### src/rtl/csa_pkg.sv
package csa_pkg;

	// block word, times and times_start
	typedef logic [31:0] word_t;

	// input word and result, eight bytes
	typedef logic [63:0] csa_word_t;

	// packed job is {block, in, times, times_start}
	localparam int job_width = 160;

	typedef enum logic [2:0] {
		st_idle,
		st_fetch,
		st_load,
		st_run,
		st_done
	} calc_state_t;

	// nonlinear byte step of one round
	function automatic logic [7:0] byte_mix(input logic [7:0] b, input logic [7:0] r);
		logic [7:0] rot1;
		logic [7:0] rot2;
		rot1 = {b[6:0], b[7]};
		rot2 = {b[5:0], b[7:6]};
		return b ^ (rot1 & rot2) ^ r;
	endfunction

	function automatic csa_word_t rotl64(input csa_word_t w, input logic [5:0] n);
		logic [127:0] dbl;
		dbl = {w, w} << n;
		return dbl[127:64];
	endfunction

endpackage

### src/rtl/csa_job_fifo.sv
`timescale 1ns/10ps

module csa_job_fifo #(
	parameter int depth = 8
) (
	input  logic                          clk,
	input  logic                          rst_n,
	input  logic                          wr_i,
	input  logic [csa_pkg::job_width-1:0] wdata_i,
	input  logic                          ren_i,
	output logic [csa_pkg::job_width-1:0] rdata_o,
	output logic                          ready_o
);
	import csa_pkg::*;

	localparam int ptr_w = $clog2(depth);

	logic [job_width-1:0] mem [depth];
	logic [ptr_w-1:0]     wr_ptr;
	logic [ptr_w-1:0]     rd_ptr;
	logic [ptr_w:0]       count;
	logic                 full;
	logic                 do_wr;
	logic                 do_rd;

	// depth is a power of two, so the top count bit means full
	assign full    = count[ptr_w];
	assign ready_o = (count != '0);
	assign do_wr   = wr_i && !full;
	assign do_rd   = ren_i && ready_o;

	always_ff @(posedge clk) begin
		if (do_wr) begin
			mem[wr_ptr] <= wdata_i;
		end
	end

	// head entry stays on rdata_o until the next pop
	always_ff @(posedge clk) begin
		if (do_rd) begin
			rdata_o <= mem[rd_ptr];
		end
	end

	always_ff @(posedge clk) begin
		if (!rst_n) begin
			wr_ptr <= '0;
			rd_ptr <= '0;
		end else begin
			if (do_wr) begin
				wr_ptr <= wr_ptr + 1'b1;
			end
			if (do_rd) begin
				rd_ptr <= rd_ptr + 1'b1;
			end
		end
	end

	always_ff @(posedge clk) begin
		if (!rst_n) begin
			count <= '0;
		end else begin
			case ({do_wr, do_rd})
				2'b10: begin
					count <= count + 1'b1;
				end
				2'b01: begin
					count <= count - 1'b1;
				end
				default: begin
					count <= count;
				end
			endcase
		end
	end

endmodule

### src/rtl/csa_round.sv
`timescale 1ns/10ps

module csa_round (
	input  csa_pkg::csa_word_t state_i,
	input  csa_pkg::csa_word_t key_i,
	input  csa_pkg::word_t     round_idx_i,
	output csa_pkg::csa_word_t state_o
);
	import csa_pkg::*;

	csa_word_t  mixed;
	csa_word_t  rotated;
	csa_word_t  key_rot;
	logic [7:0] r;
	logic [5:0] key_shift;

	// only the low byte of the index enters the mix
	assign r = round_idx_i[7:0];

	// key turns by whole bytes, r mod 8 of them
	assign key_shift = {round_idx_i[2:0], 3'b000};

	always_comb begin
		for (int i = 0; i < 8; i++) begin
			mixed[8*i +: 8] = byte_mix(state_i[8*i +: 8], r);
		end
	end

	assign rotated = rotl64(mixed, 6'd8);
	assign key_rot = rotl64(key_i, key_shift);
	assign state_o = rotated ^ key_rot;

endmodule

### src/rtl/csa_calc_logic.sv
`timescale 1ns/10ps

module csa_calc_logic (
	input  logic                          clk,
	input  logic                          rst_n,
	input  logic                          fifo_ready_i,
	output logic                          fifo_ren_o,
	input  logic [csa_pkg::job_width-1:0] job_i,
	output logic                          calc_ready_o,
	output csa_pkg::word_t                calc_block_o,
	output csa_pkg::csa_word_t            calc_in_o,
	output csa_pkg::word_t                calc_times_o,
	output csa_pkg::word_t                calc_times_start_o,
	output csa_pkg::csa_word_t            calc_out_o
);
	import csa_pkg::*;

	calc_state_t state;

	word_t     job_block;
	csa_word_t job_in;
	word_t     job_times;
	word_t     job_times_start;

	word_t     block_q;
	csa_word_t in_q;
	word_t     times_q;
	word_t     times_start_q;
	csa_word_t key_q;
	csa_word_t cur_q;
	word_t     cnt_q;
	csa_word_t round_out;

	logic run_needed;
	logic last_round;

	// job layout {block, in, times, times_start}
	assign job_block       = job_i[159:128];
	assign job_in          = job_i[127:64];
	assign job_times       = job_i[63:32];
	assign job_times_start = job_i[31:0];

	assign run_needed = (job_times > job_times_start);
	assign last_round = (cnt_q + 32'd1 == times_q);

	assign fifo_ren_o   = (state == st_idle) && fifo_ready_i;
	assign calc_ready_o = (state == st_done);

	csa_round i_round (
		.state_i     (cur_q),
		.key_i       (key_q),
		.round_idx_i (cnt_q),
		.state_o     (round_out)
	);

	always_ff @(posedge clk) begin
		if (!rst_n) begin
			state <= st_idle;
		end else begin
			case (state)
				st_idle: begin
					if (fifo_ready_i) begin
						state <= st_fetch;
					end
				end
				// waiting on the FIFO read register
				st_fetch: begin
					state <= st_load;
				end
				st_load: begin
					state <= run_needed ? st_run : st_done;
				end
				st_run: begin
					if (last_round) begin
						state <= st_done;
					end
				end
				default: begin
					state <= st_idle;
				end
			endcase
		end
	end

	// job capture and round iteration
	always_ff @(posedge clk) begin
		if (state == st_load) begin
			block_q       <= job_block;
			in_q          <= job_in;
			times_q       <= job_times;
			times_start_q <= job_times_start;
			key_q         <= {job_block, ~job_block};
			cur_q         <= job_in;
			cnt_q         <= job_times_start;
		end else if (state == st_run) begin
			cur_q <= round_out;
			cnt_q <= cnt_q + 32'd1;
		end
	end

	// results are written on the way into st_done and hold until the next job
	always_ff @(posedge clk) begin
		if (state == st_load && !run_needed) begin
			calc_block_o       <= job_block;
			calc_in_o          <= job_in;
			calc_times_o       <= job_times;
			calc_times_start_o <= job_times_start;
			calc_out_o         <= job_in;
		end else if (state == st_run && last_round) begin
			calc_block_o       <= block_q;
			calc_in_o          <= in_q;
			calc_times_o       <= times_q;
			calc_times_start_o <= times_start_q;
			calc_out_o         <= round_out;
		end
	end

endmodule

### src/rtl/csa_calc_top.sv
`timescale 1ns/10ps

module csa_calc_top #(
	parameter int fifo_depth = 8
) (
	input  logic               clk,
	input  logic               rst_n,
	input  logic               job_wr_i,
	input  csa_pkg::word_t     job_block_i,
	input  csa_pkg::csa_word_t job_in_i,
	input  csa_pkg::word_t     job_times_i,
	input  csa_pkg::word_t     job_times_start_i,
	output logic               calc_ready_o,
	output csa_pkg::word_t     calc_block_o,
	output csa_pkg::csa_word_t calc_in_o,
	output csa_pkg::word_t     calc_times_o,
	output csa_pkg::word_t     calc_times_start_o,
	output csa_pkg::csa_word_t calc_out_o
);
	import csa_pkg::*;

	logic [job_width-1:0] job_wdata;
	logic [job_width-1:0] job_rdata;
	logic                 fifo_ready;
	logic                 fifo_ren;

	assign job_wdata = {job_block_i, job_in_i, job_times_i, job_times_start_i};

	csa_job_fifo #(
		.depth (fifo_depth)
	) i_fifo (
		.clk     (clk),
		.rst_n   (rst_n),
		.wr_i    (job_wr_i),
		.wdata_i (job_wdata),
		.ren_i   (fifo_ren),
		.rdata_o (job_rdata),
		.ready_o (fifo_ready)
	);

	csa_calc_logic i_calc (
		.clk                (clk),
		.rst_n              (rst_n),
		.fifo_ready_i       (fifo_ready),
		.fifo_ren_o         (fifo_ren),
		.job_i              (job_rdata),
		.calc_ready_o       (calc_ready_o),
		.calc_block_o       (calc_block_o),
		.calc_in_o          (calc_in_o),
		.calc_times_o       (calc_times_o),
		.calc_times_start_o (calc_times_start_o),
		.calc_out_o         (calc_out_o)
	);

endmodule

### config.mk
export PLATFORM = sky130hd
export DESIGN_NAME = csa_calc_top
export DESIGN_NICKNAME = d
export VERILOG_FILES = /design/src/rtl/csa_pkg.sv /design/src/rtl/csa_job_fifo.sv /design/src/rtl/csa_round.sv /design/src/rtl/csa_calc_logic.sv /design/src/rtl/csa_calc_top.sv
export SDC_FILE = /design/constraint.sdc
export NUM_CORES = 2
export LEC_CHECK = 0
export BUFFER_PORTS_ARGS = -buffer_cell sky130_fd_sc_hd__buf_2
export CAP_MARGIN = 30
export CORE_UTILIZATION = 60
export DETAILED_ROUTE_END_ITERATION = 10
export PLACE_DENSITY = 0.78
export RECOVER_POWER = 25
export SLEW_MARGIN = 10
export SYNTH_ARGS = -nofsm -noshare
export SYNTH_HDL_FRONTEND = slang
export SYNTH_SLANG_ARGS = --single-unit
### constraint.sdc
create_clock -name clk -period 25.8 [get_ports clk]
set_input_delay 5.16 -clock clk [delete_from_list [all_inputs] [get_ports clk]]
set_output_delay 5.16 -clock clk [all_outputs]
set_load 0.01 [all_outputs]
# ---- Word-level counts from Yosys, hierarchy flattened
# Memory sizes are Yosys's and may differ from the RTL's. A register that Yosys moved wholly into a read port is not among the register bits.
# Cells that the tools add are included.
# W data, S select, Z words.
dict set report word_totals {
  memories 1
  ff_bits 557
  out_inout_bits 225
  latchBits 0
  mem_bits_rw 1280
  romBits 0
  word_cells 93
}
dict set report classes {
  n_eq_ne 9
  multipliers 0
  reduce_logical 13
  shifts 1
  add_sub_neg 5
  bitwise_logic 26
  div 0
  magnitude_cmp 1
  mux 21
}
# memory words width rd rd_clocked_by_memory_dff wr line
set mem_list {}
lappend mem_list {i_fifo.mem 8 160 1 1 1 csa_job_fifo.sv:18} ;# logic [job_width-1:0] mem [depth];
# op count
set ops {}
lappend ops {{$mux W64} 6}
lappend ops {{$mux W32} 8}
lappend ops {{$shl A128 B6 Y128} 1}
lappend ops {{$xor A8 B8 Y8} 16}
lappend ops {{$and A8 B8 Y8} 8}
lappend ops {{$xor A64 B64 Y64} 1}
lappend ops {{$add A32 B1 Y32 const B} 1}
lappend ops {{$eq A32 B32 Y1} 1}
lappend ops {{$gt A32 B32 Y1} 1}
lappend ops {{$not A32 Y32} 1}
lappend ops {{$pmux W3 S4} 1}
lappend ops {{$mux W3} 3}
lappend ops {{$pmux W4 S2} 1}
lappend ops {{$add A3 B1 Y3 const B} 2}
lappend ops {{$eq A3 B2 Y1 const B} 2}
lappend ops {{$reduce_bool A2 Y1} 3}
lappend ops {{$logic_and A1 B1 Y1} 5}
lappend ops {{$add A4 B1 Y4 const B} 1}
lappend ops {{$ne A2 B1 Y1 const B} 2}
lappend ops {{$reduce_bool A4 Y1} 1}
lappend ops {{$sub A4 B1 Y4 const B} 1}
lappend ops {{$eq A3 B1 Y1 const B} 1}
lappend ops {{$eq A3 B3 Y1 const B} 1}
lappend ops {{$logic_not A3 Y1} 1}
lappend ops {{other kinds (5)} 7}

# ---- Longest topological paths before layout
dict set report logic_depth {
  ltp_word 6
  ltp_mapped 13
  depth_no_buf 10
}

# ---- Modules after synthesis
# From an unflattened synthesis, not the netlist that was laid out.
dict set report hier_totals {
  hier_cells 4002
  hier_area_um2 79625.1
}
# module instances cells_per_inst area_per_inst_um2
set modules_own_cells {}
lappend modules_own_cells {csa_job_fifo 1 2081 53651.5}
lappend modules_own_cells {csa_calc_logic 1 1508 21777.1}
lappend modules_own_cells {csa_round 1 413 4196.5}

# ---- Worst setup path before layout
# Ideal clock, no wire load.
dict set report synth_timing {
  path_type {input-to-reg}
  startpoint {input port job_wr_i}
  endpoint {memory i_fifo.mem[1][0], enable pin}
  cell_stages 3
  required_ps 24672
  setup_time_ps 1128
  path_slack_ps 2789
  arrival_ps 21883
  path_buffers 0
  cell_sequence {nor2b_1 -> inv_1 -> nor4b_1}
}
dict set report synth_via {
  elab_chain_len 3
}
# item line
set synth_lines {}
lappend synth_lines {{start: declaration} csa_calc_top.sv:8} ;# input logic job_wr_i,
lappend synth_lines {{$logic_and A1 B1 Y1} csa_job_fifo.sv:29} ;# assign do_wr = wr_i && !full;
lappend synth_lines {{$mux W1} csa_job_fifo.sv:33} ;# if (do_wr) begin
lappend synth_lines {{$mux W1 (implied by the code)} csa_job_fifo.sv:34} ;# mem[wr_ptr] <= wdata_i;
lappend synth_lines {{end: declaration} csa_job_fifo.sv:18}
# No other way between the ends.

# ---- Worst setup path after layout
dict set report layout_timing {
  startpoint {register i_calc.state[2]}
  endpoint {register i_calc.calc_block_o[8], data pin}
}
dict set report layout_via {
  elab_chain_len 3
}
# item line
set layout_lines {}
lappend layout_lines {{start: declaration} csa_calc_logic.sv:18} ;# calc_state_t state;
lappend layout_lines {{start signal: assignment} csa_calc_logic.sv:58} ;# state <= st_idle;
lappend layout_lines {{start signal: assignment} csa_calc_logic.sv:63} ;# state <= st_fetch;
lappend layout_lines {{start signal: assignment} csa_calc_logic.sv:68} ;# state <= st_load;
lappend layout_lines {{$eq A3 B2 Y1} csa_calc_logic.sv:103} ;# if (state == st_load && !run_needed) begin
lappend layout_lines {{$logic_and A1 B1 Y1} csa_calc_logic.sv:103}
lappend layout_lines {{$mux W32} csa_calc_logic.sv:103}
lappend layout_lines {{end signal: assignment} csa_calc_logic.sv:104} ;# calc_block_o <= job_block;
lappend layout_lines {{end signal: assignment} csa_calc_logic.sv:110} ;# calc_block_o <= block_q;
lappend layout_lines {{end: declaration} csa_calc_logic.sv:10} ;# output csa_pkg::word_t calc_block_o,
# No other way between the ends.
# A chain may end at the register's enable or synchronous reset.

==> impl_table.tex <==
\begin{tabular}{lr}
\hline
Metric & Value \\
\hline
\multicolumn{2}{l}{\textbf{Timing}} \\
Final Hold Slack & 0.451 ns \\
Number of slew-limit violations in the final report & 1,052 \\
Worst relative slew slack & -511\% \\
Hold violation count in the final report & 0 \\
Clock period minus worst slack & 14.89 ns \\
Period Utilization, post-route & 57.7\% \\
Fin Setup TNS & 0 ns \\
Worst slew pin tran & 9.17 ns \\
Endpoints failing setup & 0 \\
Maximum clock skew at final layout & 0.0434 ns \\
Upper clock frequency limit & 67.2 MHz \\
Worst path setup slack after routing & 10.91 ns \\
Unrepaired setup endpoints after global routing & false \\
\multicolumn{2}{l}{\textbf{Clock network}} \\
CTS Buf Count & 188 \\
Total of hold buffers inserted after clock tree synthesis & 0 \\
Clk Latency, worst-skew pair & 0.84 ns \\
Number of gates resized after CTS & 0 \\
CTS HTree Levels & 4 \\
Clock sinks & 1,965 \\
TritonCTS clock tree & done \\
Post-CTS Setup Bufs & 0 \\
Clock root buffer & sky130\_fd\_sc\_hd\_\_clkbuf\_16 \\
Clock transition at the registers of the reported paths & 0.06 ns \\
Clk buf depth & 3 \\
\multicolumn{2}{l}{\textbf{Logic synthesis}} \\
Proportion of netlist area held by the largest area contributor & 74.4\% \\
Library cell with the largest summed area after synthesis & sky130\_fd\_sc\_hd\_\_edfxtp\_1 \\
Largest cells by area after synthesis & sky130\_fd\_sc\_hd\_\_edfxtp\_1 74\%, sky130\_fd\_sc\_hd\_\_mux4\_2 11\%, sky130\_fd\_sc\_hd\_\_mux2\_2 4.7\% \\
Yosys warns & 0 \\
Number of distinct library cells after synthesis & 68 \\
FF+latch count, synth & 1,965 \\
Post-Syn Nets & 4,188 \\
Post-synthesis cell area & 78,800 um2 \\
Sequential element share of the synthesized area & 74.7\% \\
Commonest register cell after synthesis & sky130\_fd\_sc\_hd\_\_edfxtp\_1 \\
Number of instances in the synthesized netlist & 3,986 \\
Asr flop ratio synth & 0\% \\
Count of flip-flops with a built-in enable after synthesis & 1,952 \\
Syn\_area\_per\_cell & 19.8 um2 \\
\multicolumn{2}{l}{\textbf{GRT}} \\
Global-route usage over all layers & 27.8\% \\
Overall overflow remaining after global route & 0 \\
First-pass GRT wire length & 263,000 um \\
Number of antenna violations at the first check in global routing & 49 \\
Maximum number of pins on one net before global-route repair & 173 \\
Number of global-route vias before repair & 38,600 \\
\multicolumn{2}{l}{\textbf{Finish}} \\
Layout area overhead & 12.7\% \\
Most used cells in the layout excluding fill and tap cells & 1,952 x sky130\_fd\_sc\_hd\_\_edfxtp\_1, 377 x sky130\_fd\_sc\_hd\_\_buf\_2, 376 x sky130\_fd\_sc\_hd\_\_mux4\_2, 288 x sky130\_fd\_sc\_hd\_\_nand2\_1, 248 x sky130\_fd\_sc\_hd\_\_mux2\_2 \\
Final non-filler cell total & 6,340 \\
Final \#Nets & 4,637 \\
Fraction of layout instances using a drive strength above 1 & 29.1\% \\
Number of filler instances in the final layout & 8,011 \\
Most common library cell in the layout ignoring fill and taps & sky130\_fd\_sc\_hd\_\_edfxtp\_1 \\
Area of all placed cells without fillers & 88,900 um2 \\
\multicolumn{2}{l}{\textbf{Setup path}} \\
Critical path type & register to register \\
Cell type with the highest occurrence count on the critical path & sky130\_fd\_sc\_hd\_\_nand2b\_1 \\
Highest fanout seen on the critical path & 87 \\
Kind of capture point of the worst setup path & register \\
Worst path buffer plus inverter count & 3 \\
Req. time, crit path & 26.23 ns \\
Worst stage delay on the critical path & 4.46 ns \\
Worst-path cell chain & nand2b\_1 -> or2\_0 -> clkinvlp\_2 -> nand2b\_1 -> clkbuf\_1 -> buf\_4 -> o21ai\_0 \\
Slowest stage cell, crit path & sky130\_fd\_sc\_hd\_\_clkinvlp\_2 \\
Crit path launch type & register \\
Kind of cell adding the most delay to the critical path & buffers and inverters \\
Arrival time at the worst endpoint & 15.32 ns \\
\multicolumn{2}{l}{\textbf{Detailed routing}} \\
Sum of routed wire length over all layers & 185,000 um \\
Vias & 40,000 \\
Avg Vias per Cell & 6.31 \\
\# DRC & 0 \\
Number of optimization iterations in the first detailed-route pass & 6 \\
Detailed router's first-iteration violation count & 4,972 \\
Mean routed wirelength per cell & 29.3 um \\
ANT nets after route & 0 \\
\multicolumn{2}{l}{\textbf{Run status}} \\
Violated checks & capacitance limit, slew limit \\
Run status & finished with violations \\
\multicolumn{2}{l}{\textbf{Power and ir drop}} \\
Peak supply drop & 0.134 mV \\
Pwr dens & 111 nW/um2 \\
Total leakage power & 29.3 nW \\
\multicolumn{2}{l}{\textbf{Place}} \\
Final weighted congestion of routability-driven global placement & 0.891 \\
Placed cells & 5,980 \\
Buffers on Ports & 387 \\
Worst slack at placement & 17.24 ns \\
Final HPWL from detailed placement & 112,000 um \\
Area after detailed placement & 83,000 um2 \\
\multicolumn{2}{l}{\textbf{Floorplan}} \\
Cell Rows & 132 \\
Die Width & 364 um \\
Starting density of the core & 60.6\% \\
Core area & 130,000 um2 \\
Count of boundary I/O pins & 388 \\
Die boundary height & 364 um \\
Die footprint & 133,000 um2 \\
\multicolumn{2}{l}{\textbf{Flow run}} \\
Total of max-cap violations & 18 \\
\multicolumn{2}{l}{\textbf{Hold path}} \\
Class of the tightest hold or removal check & register to register \\
\hline
\end{tabular}
[kinds of logic after synthesis]
group           Yosys count  share of synthesized area (%)
compound gates          243                           1.74
xor+xnor                239                           2.71
fa+ha+maj                39                          0.629
buf+inv                 269                           1.31
flops                  1965                           74.7
mux                     773                           16.3
simple gates            458                           2.61
[metrics by stage]
stage	power (W)	util, %
after floorplan	0.00630	-
after global placement	0.00710	63.7
after detailed placement	0.00716	63.8
after CTS	0.00980	68.3
after global routing	0.0102	68.3
final	0.00983	68.4
[routing by layer]
layer  global-route usage, %  wire (um)  vias to the layer above
li1                        -          -                    16800
met1                    40.5      74000                    20700
met2                    42.6      87100                     2117
met3                    6.46      18500                      315
met4                    8.16       5660                       32
met5                       0        205                        -
[state kept, by name (all words and copies together), names as in the netlist, 64 cells and up]
signal	cells
i_calc.calc_in_o	64
i_calc.calc_out_o	64
i_calc.cur_q	64
i_calc.in_q	64
i_calc.key_q	64
i_fifo.mem	1280
i_fifo.rdata_o	160
[final cells by class]
type	instances	area [um2]	area share, %
diodes	14	35.0	0.0394
flip-flops and latches	1965	58900	66.3
multi-input cells	1752	19000	21.4
clock inverters	104	886	0.997
repair buffers	452	2630	2.96
clock buffers	235	4970	5.59
inverters	76	288	0.324
well taps	1742	2180	2.45
[synthesized netlist by cell type (14+ instances only)]
master                        n
sky130_fd_sc_hd__nor2_1      52
sky130_fd_sc_hd__a21oi_1     38
sky130_fd_sc_hd__a21o_1      14
sky130_fd_sc_hd__buf_1       48
sky130_fd_sc_hd__mux2_2     326
sky130_fd_sc_hd__inv_1       75
sky130_fd_sc_hd__clkbuf_1   137
sky130_fd_sc_hd__mux2i_1     71
sky130_fd_sc_hd__nand2_1    288
sky130_fd_sc_hd__xnor2_1    158
sky130_fd_sc_hd__ha_1        38
sky130_fd_sc_hd__mux4_2     376
sky130_fd_sc_hd__edfxtp_1  1952
sky130_fd_sc_hd__xor2_1      78
sky130_fd_sc_hd__o21ai_0    155
sky130_fd_sc_hd__nand4_1     19
[worst paths after layout]
check	from	endpoint	slack [ns]	depth (start not counted)
min reg2reg	i_fifo.rdata_o[133]	i_calc.key_q[37]	0.45	0
min	i_fifo.rdata_o[133]	i_calc.key_q[37]	0.45	0
max	i_calc.state[2]	i_calc.calc_block_o[8]	10.91	7
max reg2reg	i_calc.state[2]	i_calc.calc_block_o[8]	10.91	7
[power breakdown]
part           switching (W)  internal [W]
Combinational        0.00149       0.00101
Clock                0.00117       0.00147
Sequential          0.000376       0.00431
Total                0.00304       0.00679
Power figures use the tool's default switching activity.
